`config.mk`:
```
export PLATFORM = sky130hd
export DESIGN_NAME = revive_core
export DESIGN_NICKNAME = d
export VERILOG_FILES = /design/src/common/rv_isa_pkg.sv /design/src/common/ahb_pkg.sv /design/src/rtl/alu.sv /design/src/rtl/regfile.sv /design/src/rtl/pc_counter.sv /design/src/rtl/instr_decoder.sv /design/src/rtl/bus_master.sv /design/src/rtl/core_sequencer.sv /design/src/rtl/revive_core.sv
export VERILOG_INCLUDE_DIRS = /design/src /design/src/common
export SDC_FILE = /design/constraint.sdc
export NUM_CORES = 2
export LEC_CHECK = 0
export BUFFER_PORTS_ARGS = -buffer_cell sky130_fd_sc_hd__buf_2
export CORE_ASPECT_RATIO = 1.1
export CORE_MARGIN = 2
export CORE_UTILIZATION = 65
export DETAILED_ROUTE_END_ITERATION = 10
export PLACE_DENSITY_LB_ADDON = 0.1
export SYNTH_ARGS = -nofsm -noshare
export SYNTH_HDL_FRONTEND = slang
export SYNTH_HIERARCHICAL = 1
export SYNTH_SLANG_ARGS = --single-unit
```
`constraint.sdc`:
```
create_clock -name clk -period 10.7 [get_ports clk]
set_clock_uncertainty 0.1 [all_clocks]
set_input_delay 2.14 -clock clk [delete_from_list [all_inputs] [get_ports clk]]
set_output_delay 2.14 -clock clk [all_outputs]
set_load 0.01 [all_outputs]
```
`src/common/revive_defines.svh`:
```
`ifndef REVIVE_DEFINES_SVH
`define REVIVE_DEFINES_SVH

// Core widths and sizes
`define REVIVE_XLEN          32
`define REVIVE_NREGS         32

// First fetch address after reset
`define REVIVE_RESET_VECTOR  32'h0000_0000

// addi x0, x0, 0
`define REVIVE_NOP           32'h0000_0013

// AHB-lite encodings and tie-offs
`define REVIVE_HSIZE_WORD    3'b010
`define REVIVE_HBURST_SINGLE 3'b000
// Non-cacheable, non-bufferable, privileged data access
`define REVIVE_HPROT_TIE     4'b0011
`define REVIVE_HMASTLOCK_TIE 1'b0

`endif

```
`src/common/rv_isa_pkg.sv`:
```
`include "revive_defines.svh"

package rv_isa_pkg;

	typedef logic [`REVIVE_XLEN-1:0] word_t;
	typedef logic [$clog2(`REVIVE_NREGS)-1:0] reg_idx_t;

	typedef enum logic [3:0] {
		ALU_ADD, ALU_SUB, ALU_AND, ALU_OR, ALU_XOR,
		ALU_SLT, ALU_SLTU, ALU_SLL, ALU_SRL, ALU_SRA
	} alu_op_e;

	// Picks bus path in the sequencer and next pc in pc_counter
	typedef enum logic [2:0] {
		IC_ALU, IC_LOAD, IC_STORE, IC_BEQ, IC_BNE, IC_JAL, IC_LUI, IC_NONE
	} instr_class_e;

	typedef enum logic [1:0] {
		WB_ALU, WB_LOAD, WB_LINK
	} wb_src_e;

	typedef struct packed {
		reg_idx_t     rs1;
		reg_idx_t     rs2;
		reg_idx_t     rd;
		word_t        imm;
		alu_op_e      alu_op;
		logic         use_imm;
		instr_class_e iclass;
		wb_src_e      wb_src;
		logic         rd_we;
	} decoded_t;

endpackage

```
`src/common/ahb_pkg.sv`:
```
`include "revive_defines.svh"

package ahb_pkg;

	typedef logic [`REVIVE_XLEN-1:0] bus_word_t;

	typedef enum logic [1:0] {
		HTRANS_IDLE   = 2'b00,
		HTRANS_NONSEQ = 2'b10
	} htrans_e;

	typedef struct packed {
		bus_word_t  haddr;
		logic       hwrite;
		htrans_e    htrans;
		logic [2:0] hsize;
		logic [2:0] hburst;
		logic [3:0] hprot;
		logic       hmastlock;
		bus_word_t  hwdata;
	} ahb_req_t;

	typedef struct packed {
		logic      hready;
		bus_word_t hrdata;
	} ahb_rsp_t;

endpackage

```
`src/rtl/alu.sv`:
```
`timescale 1ns/1ps

module alu import rv_isa_pkg::*; (
	input  decoded_t dec_i,
	input  word_t    rs1_i,
	input  word_t    rs2_i,
	output word_t    result_o,
	output logic     zero_o
);

	word_t      op_a;
	word_t      op_b;
	logic [4:0] shamt;

	// LUI is just zero plus the upper immediate
	assign op_a  = (dec_i.iclass == IC_LUI) ? '0 : rs1_i;
	assign op_b  = dec_i.use_imm ? dec_i.imm : rs2_i;
	assign shamt = op_b[4:0];

	always_comb begin
		case (dec_i.alu_op)
			ALU_SUB:  result_o = op_a - op_b;
			ALU_AND:  result_o = op_a & op_b;
			ALU_OR:   result_o = op_a | op_b;
			ALU_XOR:  result_o = op_a ^ op_b;
			ALU_SLT:  result_o = {31'b0, $signed(op_a) < $signed(op_b)};
			ALU_SLTU: result_o = {31'b0, op_a < op_b};
			ALU_SLL:  result_o = op_a << shamt;
			ALU_SRL:  result_o = op_a >> shamt;
			ALU_SRA:  result_o = word_t'($signed(op_a) >>> shamt);
			default:  result_o = op_a + op_b;
		endcase
	end

	// Branch condition source
	assign zero_o = (result_o == '0);

endmodule

```
`src/rtl/regfile.sv`:
```
`timescale 1ns/1ps

`include "revive_defines.svh"

module regfile import rv_isa_pkg::*; (
	input  logic     clk,
	input  logic     rst_n,
	input  decoded_t dec_i,
	input  logic     exec_i,
	input  logic     mem_done_i,
	input  word_t    alu_i,
	input  word_t    load_i,
	input  word_t    link_i,
	output word_t    rs1_data_o,
	output word_t    rs2_data_o
);

	// x0 has no storage
	word_t regs [1:`REVIVE_NREGS-1];
	word_t wdata;
	logic  we;

	// Loads write back only once their data phase completes
	assign we = dec_i.rd_we && (dec_i.rd != '0) &&
		(dec_i.iclass == IC_LOAD ? mem_done_i : exec_i);

	always_comb begin
		case (dec_i.wb_src)
			WB_LOAD: wdata = load_i;
			WB_LINK: wdata = link_i;
			default: wdata = alu_i;
		endcase
	end

	always_ff @(posedge clk or negedge rst_n) begin
		if (!rst_n) begin
			for (int i = 1; i < `REVIVE_NREGS; i++) begin
				regs[i] <= '0;
			end
		end else if (we) begin
			regs[dec_i.rd] <= wdata;
		end
	end

	assign rs1_data_o = (dec_i.rs1 == '0) ? '0 : regs[dec_i.rs1];
	assign rs2_data_o = (dec_i.rs2 == '0) ? '0 : regs[dec_i.rs2];

endmodule

```
`src/rtl/pc_counter.sv`:
```
`timescale 1ns/1ps

`include "revive_defines.svh"

module pc_counter import rv_isa_pkg::*; (
	input  logic     clk,
	input  logic     rst_n,
	input  logic     exec_i,
	input  decoded_t dec_i,
	input  logic     zero_i,
	output word_t    pc_o,
	output word_t    link_o
);

	word_t pc;
	logic  taken;

	// Branches compare by subtraction in the ALU
	assign taken = (dec_i.iclass == IC_JAL) ||
		(dec_i.iclass == IC_BEQ && zero_i) ||
		(dec_i.iclass == IC_BNE && !zero_i);

	always_ff @(posedge clk or negedge rst_n) begin
		if (!rst_n) begin
			pc <= `REVIVE_RESET_VECTOR;
		end else if (exec_i) begin
			pc <= taken ? pc + dec_i.imm : pc + 32'd4;
		end
	end

	assign pc_o   = pc;
	assign link_o = pc + 32'd4;

endmodule

```
`src/rtl/instr_decoder.sv`:
```
`timescale 1ns/1ps

`include "revive_defines.svh"

module instr_decoder import rv_isa_pkg::*; (
	input  logic     clk,
	input  logic     rst_n,
	input  logic     ir_load_i,
	input  word_t    hrdata_i,
	output decoded_t dec_o
);

	localparam logic [6:0] OP_LUI    = 7'b0110111;
	localparam logic [6:0] OP_JAL    = 7'b1101111;
	localparam logic [6:0] OP_BRANCH = 7'b1100011;
	localparam logic [6:0] OP_LOAD   = 7'b0000011;
	localparam logic [6:0] OP_STORE  = 7'b0100011;
	localparam logic [6:0] OP_IMM    = 7'b0010011;
	localparam logic [6:0] OP_REG    = 7'b0110011;

	word_t      ir;
	logic [2:0] funct3;
	word_t      imm_i, imm_s, imm_b, imm_u, imm_j;

	// Shared by register and immediate forms
	function automatic alu_op_e alu_sel(input logic [2:0] f3, input logic alt);
		case (f3)
			3'b000:  alu_sel = alt ? ALU_SUB : ALU_ADD;
			3'b001:  alu_sel = ALU_SLL;
			3'b010:  alu_sel = ALU_SLT;
			3'b011:  alu_sel = ALU_SLTU;
			3'b100:  alu_sel = ALU_XOR;
			3'b101:  alu_sel = alt ? ALU_SRA : ALU_SRL;
			3'b110:  alu_sel = ALU_OR;
			default: alu_sel = ALU_AND;
		endcase
	endfunction

	always_ff @(posedge clk or negedge rst_n) begin
		if (!rst_n) begin
			ir <= `REVIVE_NOP;
		end else if (ir_load_i) begin
			ir <= hrdata_i;
		end
	end

	assign funct3 = ir[14:12];
	assign imm_i  = {{21{ir[31]}}, ir[30:20]};
	assign imm_s  = {{21{ir[31]}}, ir[30:25], ir[11:7]};
	assign imm_b  = {{20{ir[31]}}, ir[7], ir[30:25], ir[11:8], 1'b0};
	assign imm_u  = {ir[31:12], 12'h000};
	assign imm_j  = {{12{ir[31]}}, ir[19:12], ir[20], ir[30:21], 1'b0};

	// Anything not listed falls through as a no-op
	always_comb begin
		dec_o.rs1     = ir[19:15];
		dec_o.rs2     = ir[24:20];
		dec_o.rd      = ir[11:7];
		dec_o.imm     = imm_i;
		dec_o.alu_op  = ALU_ADD;
		dec_o.use_imm = 1'b1;
		dec_o.iclass  = IC_NONE;
		dec_o.wb_src  = WB_ALU;
		dec_o.rd_we   = 1'b0;
		case (ir[6:0])
			OP_IMM: begin
				dec_o.iclass = IC_ALU;
				dec_o.rd_we  = 1'b1;
				dec_o.alu_op = alu_sel(funct3, funct3 == 3'b101 && ir[30]);
			end
			OP_REG: begin
				if (ir[31] == 1'b0 && ir[29:25] == 5'b00000) begin
					dec_o.iclass  = IC_ALU;
					dec_o.rd_we   = 1'b1;
					dec_o.use_imm = 1'b0;
					dec_o.alu_op  = alu_sel(funct3, ir[30]);
				end
			end
			OP_LUI: begin
				dec_o.iclass = IC_LUI;
				dec_o.imm    = imm_u;
				dec_o.rd_we  = 1'b1;
			end
			OP_LOAD: begin
				if (funct3 == 3'b010) begin
					dec_o.iclass = IC_LOAD;
					dec_o.wb_src = WB_LOAD;
					dec_o.rd_we  = 1'b1;
				end
			end
			OP_STORE: begin
				if (funct3 == 3'b010) begin
					dec_o.iclass = IC_STORE;
					dec_o.imm    = imm_s;
				end
			end
			OP_BRANCH: begin
				dec_o.imm     = imm_b;
				dec_o.alu_op  = ALU_SUB;
				dec_o.use_imm = 1'b0;
				if (funct3 == 3'b000) begin
					dec_o.iclass = IC_BEQ;
				end else if (funct3 == 3'b001) begin
					dec_o.iclass = IC_BNE;
				end
			end
			OP_JAL: begin
				dec_o.iclass = IC_JAL;
				dec_o.imm    = imm_j;
				dec_o.wb_src = WB_LINK;
				dec_o.rd_we  = 1'b1;
			end
			default: ;
		endcase
	end

endmodule

```
`src/rtl/bus_master.sv`:
```
`timescale 1ns/1ps

`include "revive_defines.svh"

module bus_master import rv_isa_pkg::*; import ahb_pkg::*; (
	input  logic     clk,
	input  logic     rst_n,
	input  logic     fetch_addr_i,
	input  logic     mem_addr_i,
	input  decoded_t dec_i,
	input  word_t    pc_i,
	input  word_t    addr_i,
	input  word_t    store_i,
	output ahb_req_t ahb_o
);

	word_t store_q;
	logic  is_store;

	assign is_store = (dec_i.iclass == IC_STORE);

	// Captured every address-phase cycle, so it holds through wait states
	always_ff @(posedge clk or negedge rst_n) begin
		if (!rst_n) begin
			store_q <= '0;
		end else if (mem_addr_i && is_store) begin
			store_q <= store_i;
		end
	end

	always_comb begin
		ahb_o.htrans = (fetch_addr_i || mem_addr_i) ? HTRANS_NONSEQ : HTRANS_IDLE;
		ahb_o.haddr  = fetch_addr_i ? pc_i : (mem_addr_i ? addr_i : '0);
		ahb_o.hwrite = mem_addr_i && is_store;
		ahb_o.hsize  = `REVIVE_HSIZE_WORD;
		ahb_o.hwdata = store_q;
		// Fixed tie-offs
		ahb_o.hburst    = `REVIVE_HBURST_SINGLE;
		ahb_o.hprot     = `REVIVE_HPROT_TIE;
		ahb_o.hmastlock = `REVIVE_HMASTLOCK_TIE;
	end

endmodule

```
`src/rtl/core_sequencer.sv`:
```
`timescale 1ns/1ps

module core_sequencer import rv_isa_pkg::*; (
	input  logic         clk,
	input  logic         rst_n,
	input  logic         hready_i,
	input  instr_class_e iclass_i,
	output logic         fetch_addr_o,
	output logic         ir_load_o,
	output logic         exec_o,
	output logic         mem_addr_o,
	output logic         mem_done_o
);

	typedef enum logic [2:0] {
		FETCH_ADDR, FETCH_DATA, EXECUTE, MEM_ADDR, MEM_DATA
	} state_e;

	state_e state;
	state_e state_next;

	// ==============================
	// Next state
	// ==============================

	always_comb begin
		state_next = state;
		case (state)
			FETCH_ADDR: state_next = FETCH_DATA;
			FETCH_DATA: state_next = EXECUTE;
			EXECUTE: begin
				if (iclass_i == IC_LOAD || iclass_i == IC_STORE) begin
					state_next = MEM_ADDR;
				end else begin
					state_next = FETCH_ADDR;
				end
			end
			MEM_ADDR: state_next = MEM_DATA;
			default:  state_next = FETCH_ADDR;
		endcase
	end

	// Reset parks in MEM_DATA, so the bus is idle until the first edge
	always_ff @(posedge clk or negedge rst_n) begin
		if (!rst_n) begin
			state <= MEM_DATA;
		end else if (hready_i) begin
			state <= state_next;
		end
	end

	// Address strobes follow the state, completion strobes need hready
	assign fetch_addr_o = (state == FETCH_ADDR);
	assign mem_addr_o   = (state == MEM_ADDR);
	assign ir_load_o    = (state == FETCH_DATA) && hready_i;
	assign exec_o       = (state == EXECUTE) && hready_i;
	assign mem_done_o   = (state == MEM_DATA) && hready_i;

endmodule

```
`src/rtl/revive_core.sv`:
```
`timescale 1ns/1ps

module revive_core import rv_isa_pkg::*; import ahb_pkg::*; (
	input  logic     clk,
	input  logic     rst_n,
	input  ahb_rsp_t ahb_i,
	output ahb_req_t ahb_o
);

	logic     fetch_addr;
	logic     ir_load;
	logic     exec;
	logic     mem_addr;
	logic     mem_done;
	decoded_t dec;
	word_t    alu_result;
	logic     alu_zero;
	word_t    rs1_data;
	word_t    rs2_data;
	word_t    pc;
	word_t    link;

	core_sequencer u_seq (
		.clk(clk), .rst_n(rst_n), .hready_i(ahb_i.hready), .iclass_i(dec.iclass),
		.fetch_addr_o(fetch_addr), .ir_load_o(ir_load), .exec_o(exec),
		.mem_addr_o(mem_addr), .mem_done_o(mem_done)
	);

	pc_counter u_pc (
		.clk(clk), .rst_n(rst_n), .exec_i(exec), .dec_i(dec), .zero_i(alu_zero),
		.pc_o(pc), .link_o(link)
	);

	instr_decoder u_dec (
		.clk(clk), .rst_n(rst_n), .ir_load_i(ir_load), .hrdata_i(ahb_i.hrdata),
		.dec_o(dec)
	);

	// Load data goes straight from the bus into the register file
	regfile u_rf (
		.clk(clk), .rst_n(rst_n), .dec_i(dec), .exec_i(exec), .mem_done_i(mem_done),
		.alu_i(alu_result), .load_i(ahb_i.hrdata), .link_i(link),
		.rs1_data_o(rs1_data), .rs2_data_o(rs2_data)
	);

	alu u_alu (
		.dec_i(dec), .rs1_i(rs1_data), .rs2_i(rs2_data),
		.result_o(alu_result), .zero_o(alu_zero)
	);

	bus_master u_bus (
		.clk(clk), .rst_n(rst_n), .fetch_addr_i(fetch_addr), .mem_addr_i(mem_addr),
		.dec_i(dec), .pc_i(pc), .addr_i(alu_result), .store_i(rs2_data), .ahb_o(ahb_o)
	);

endmodule

```
# Word level (Yosys, flattened, before mapping)
# Cells that the tools add are included.
[word_totals]
ff_bits = 1091
input_bits = 35
output_inout_bits = 78
elab_cells = 154
[op_classes]
addsub = 4
order_cmp = 6
n_eq_ne = 34
shifts = 3
muxes = 41
bitwise_logic = 7
reduce_logical = 24
[op_table]
columns = ["operator", "n"]
rows = [
  ["bitwise mux 992 bit", 1],
  ["2-to-1 mux 32 bit", 12],
  ["binary-select mux 32 bit (select 5 bit)", 2],
  ["case mux 32 bit (9 select lines)", 1],
  ["demux 32 bit (select 5 bit)", 1],
  ["case mux 31 bit (4 select lines)", 1],
  ["adder 32 bit", 2],
  ["less-than comparator 32 bit", 2],
  ["case mux 32 bit (2 select lines)", 1],
  ["case mux 4 bit (7 select lines)", 2],
  ["adder 32 x 3 -> 32 bit, second input constant", 1],
  ["AND 32 bit", 1],
  ["zero test 32 bit", 1],
  ["bitwise OR 32 bit", 1],
  ["<< shifter 32 x 5 -> 32 bit", 1],
  ["right shift 32 x 5 -> 32 bit", 1],
  [">>> shifter 32 x 5 -> 32 bit", 1],
  ["subtractor 32 bit", 1],
  ["XOR 32 bit", 1],
  ["== test 3 bit, second input constant", 7],
  ["== test 7 x 6 -> 1 bit, second input constant", 3],
  ["case mux 3 bit (7 select lines)", 1],
  ["== test 3 x 2 -> 1 bit, second input constant", 6],
  ["greater-or-equal comparator 6 bit, second input constant", 3],
  ["other kinds (31)", 65],
]

# Depth between registers and ports, before layout
[logic_depth]
ltp_word = 13
ltp_mapped = 38
ltp_nobuf = 29

# By module
# Netlist, hierarchy kept.
[modules_own_cells]
columns = ["module", "instances", "cells_each", "area_each_um2", "seq_area_each_um2"]
rows = [
  ["regfile", 1, 4173, 54420.9, 24823.8],
  ["alu", 1, 1539, 10525.1, 0.0],
  ["pc_counter", 1, 530, 3957.5, 800.8],
  ["instr_decoder", 1, 215, 2074.5, 804.5],
  ["bus_master", 1, 128, 1783.0, 800.8],
  ["core_sequencer", 1, 18, 181.4, 76.3],
]

# Worst setup path before layout
# Ideal clock, no wire load.
[synth_timing]
path_kind = "reg2out"
from = "register u_dec.ir[4]"
to = "output port ahb_o[74] (netlist bit)"
t_arrival_ns = 6.368
required_time_ns = 8.460
path_slack_ns = 2.092
path_stages_with_launch = 26
path_buffers = 8
path_cell_list = "dfstp_2 -> clkbuf_1 -> nor2b_1 -> o2111ai_1 -> a211oi_1 -> or3b_1 -> nand3b_1 -> clkbuf_1 -> clkbuf_1 -> clkbuf_1 -> buf_1 -> clkbuf_1 -> clkbuf_1 -> and2_1 -> ha_1 -> buf_2 -> nand2_1 -> or4_1 -> a31o_2 -> a211oi_1 -> a22oi_1 -> a211oi_1 -> mux2i_1 -> a211oi_1 -> o311ai_0 -> a22o_1"
[synth_lines]
columns = ["item", "line_no", "source"]
rows = [
  ["start, declared", "instr_decoder.sv:21", "word_t ir;"],
  ["start signal, assigned", "instr_decoder.sv:41", "ir <= `REVIVE_NOP;"],
  ["start signal, assigned", "instr_decoder.sv:43", "ir <= hrdata_i;"],
  ["end, declared", "revive_core.sv:7", "output ahb_req_t ahb_o"],
]

==> summary.md <==
| Metric | Value |
|---|---|
| Hold crit path type | `reg -> reg` |
| Arrival time worst endpoint | `8.01 ns` |
| Reg clk slew, reported paths | `about 0.06 ns` |
| Initial drt markers | `8698` |
| Max FO, Critical Path | `34` |
| GP Congestion | `1.14` |
| DIE AREA | `0.115 mm2` |
| Sequential fraction of the synthesis area | `37.4%` |
| Final slew viol count | `1` |
| FMAX | `97.6 MHz` |
| Clock tree root buffer cell | `clkbuf_16` |
| Gr busiest metal | `met2` |
| Final nets | `roughly 6600` |
| Startpoint types | `register` |
| Worst slew pin tran | `~1.5 ns` |
| Detailed Place HPWL | `183000 um` |
| CTS sink count | `1091` |
| Crit path kind | `reg -> out` |
| Routed len/inst | `between 30 and 40 um` |
| Setup Fix Bufs, Post-CTS | `0` |
| Syn. warnings | `6` |
| CTS buffer count | `114` |
| Relative slew slack | `-2.01%` |
| Total global routing overflow | `0` |
| GR Util met2 | `70.3%` |
| Async SR Flop Fraction | `100%` |
| Largest net degree at the start of global routing | `175` |
| Status | `complete, but fails checks` |
| H-tree depth | `3` |
| Post-Synthesis Cells | `6603` |
| Maxcap violations | `1` |
| Row count | `approximately 130` |
| TNS Setup | `0 ns` |
| Floorplan core area | `between 0.1 and 0.15 mm2` |
| DRC | `0` |
| Height of the chip | `roughly 360 um` |
| Pre-Repair DR Iteration Count | `8` |
| Cell area after synthesis | `~0.073 mm2` |
| Total GRT Usage | `48.2%` |
| Storage element area | `about 0.027 mm2` |
| Unrepaired setup endpoints after global routing | `false` |
| Post-cts sizing count | `0` |
| Port Buffers | `100` |
| CTS tree | `built` |
| Final Hold Violating Endpoints | `0` |
| Met3 usage | `15.2%` |
| Clk_lat worst skew | `about 0.77 ns` |
| Yosys reg bits | `between 1000 and 1500` |
| P&R area growth vs syn | `7.42%` |
| Die width | `323 um` |
| Io pins | `113` |
| Via count | `60900` |
| Routed vias/inst | `7.62` |
| Vias in the first global route | `59300` |
| Total wire length | `282000 um` |
| CTS hold repair buffers | `0` |
| Global-route wire length before repair | `around 400000 um` |
| Initial Utilization | `65.7%` |
| Crit. End Element | `primary output` |
| Required @ worst endpoint | `8.46 ns` |
| Setup violators final | `0` |
| Layout cells sized above 1 | `a little under a third` |
| Crit share post-route | `95.8%` |
| Antenna-violating nets left | `0` |
| Antenna violations before repair | `12` |
| Synth cell types | `119` |
| FILL cells | `8089` |
| Fin crit period | `10.25 ns` |
| Met1 Track Usage GR | `60.5%` |
| CTS max path bufs | `3` |
| Violated checks | `capacitance limit, slew limit` |
| Main synth FF type | `dfrtp_1` |
| Area occupied by multi-input gates | `0.0426 mm2` |
| Post-Syn Area per Cell | `11.0 um2` |
| EDFF count, synth | `0` |
[layout make-up]
| type | instances | share of cell area (%) |
|---|---|---|
| multi-input combinational | 4749 | 54.3 |
| sequential | 1091 | 34.9 |
| clock buffer | 179 | 4.27 |
| timing repair buffer | 315 | 2.92 |
| tap | 1495 | 2.39 |
| inverter | 122 | 0.588 |
| clock inverter | 34 | 0.570 |
| antenna | 13 | 0.0415 |
[flip-flops by register name (all words and copies together) (netlist names)]
signal	flops
u_rf/regs	992
u_bus/store_q	32
u_dec/ir	32
u_pc/pc_o	32
u_seq/state	3
[synth_stat cells (21+ instances only)]
cell type	instances	area (um2)
mux4_2	163	3670
xor2_1	27	236
mux2_4	60	901
buf_4	105	788
o22ai_1	309	1930
a21o_1	52	390
nand2_1	254	953
a221oi_1	52	455
ha_1	131	1640
o21ai_0	181	906
a21oi_1	200	1000
mux2_2	1085	12200
nand3_1	86	430
a211oi_1	91	683
dfrtp_1	1087	27200
nor2b_1	57	357
mux2i_1	638	6390
inv_1	116	435
a22oi_1	118	886
o211ai_1	40	300
nand2b_1	32	200
buf_2	135	676
or3_1	58	363
clkbuf_1	362	1360
and2_1	42	263
a22o_1	35	307
a31oi_1	46	288
nand4_1	22	138
nor2_1	193	724
xnor2_1	40	350
nor4_1	51	319
buf_1	22	82.6
nor3_1	201	1010
mux2_1	68	766
a221o_1	42	420
and3_1	21	131
[per-layer routing]
layer / vias up / routed length [um]
met5: - / 11
met4: 2 / 24300
met3: 1295 / 35600
met2: 4504 / 121000
met1: 30500 / 101000
li1: 24600 / -
[worst max-delay path, stage by stage (launching register included)]
cell	delay, ns
dfrtp_4	0.69
buf_4	0.62
nand2b_4	0.48
o22ai_1	0.26
nor3_1	0.10
a211oi_1	0.41
buf_4	0.29
mux2_2	0.37
inv_2	0.28
nand3_1	0.53
o22ai_1	0.18
or2_2	0.39
a211oi_1	0.22
a21oi_1	0.06
a2111oi_0	1.24
o21ai_0	0.56
a22o_1	0.35
buf_2	0.14
[logic make-up (layout without fill, tap and decap cells)]
family,after synthesis,count (layout),synth area share (%)
adder cells (fa/ha/maj),134,134,2.33
AO/OA/AOI/OAI,1378,1378,12.9
flip-flops,1091,1091,37.4
multiplexers,2020,2020,33.0
XOR/XNOR,67,67,0.804
other,2,25,0.0103
buffers and inverters,773,650,5.11
AND/OR/NAND/NOR,1138,1138,8.36
[path summary, 6_finish.rpt]
kind / end / from / cells after the start / slack, ns
max reg2reg: u_pc/pc_o[17]$_DFFE_PN0P_ / u_dec/ir[22]$_DFFE_PN0P_ / 25 / 1.18
min in group asynchronous: u_pc/pc_o[11]$_DFFE_PN0P_ / rst_n / 1 / 1.27
max: ahb_o[71] / u_dec/ir[22]$_DFFE_PN0P_ / 17 / 0.45
max in group asynchronous: u_rf/regs[253]$_DFFE_PN0P_ / rst_n / 3 / 6.88
min: u_bus/store_q[30]$_DFFE_PN0P_ / u_bus/store_q[30]$_DFFE_PN0P_ / 1 / 0.41
min reg2reg: u_bus/store_q[30]$_DFFE_PN0P_ / u_bus/store_q[30]$_DFFE_PN0P_ / 1 / 0.41
[placed cells by master, fill, tap and decap left out, drive strengths merged, types with 121 or more instances in the layout]
cell type	count
nor3	230
inv	123
clkbuf	179
nand2	254
o21ai	192
mux4	167
nor2	193
dfrtp	1087
mux2	1213
ha	131
mux2i	640
a21oi	201
o22ai	309
buf	315
a22oi	121
[per-stage QoR]
| step | hold slack [ns] | utilization [%] | setup WS [ns] | cell area (um2) | instances |
|---|---|---|---|---|---|
| final | 0.406 | 70.6 | 0.450 | 78400 | 7998 |
| after detailed placement | 0.391 | 67.2 | 1.52 | 74500 | 7772 |
| after global placement | 0.387 | 67.2 | 1.72 | 74500 | 7772 |
| after global routing | 0.424 | 70.6 | 0.386 | 78300 | 7985 |
| after CTS | 0.403 | 70.6 | 0.843 | 78300 | 7985 |
| after floorplan | 0.371 | - | 2.09 | 73000 | 6613 |
Power is not shown: default switching activity piles up to over one toggle a cycle in this logic, so the estimate is an artifact.
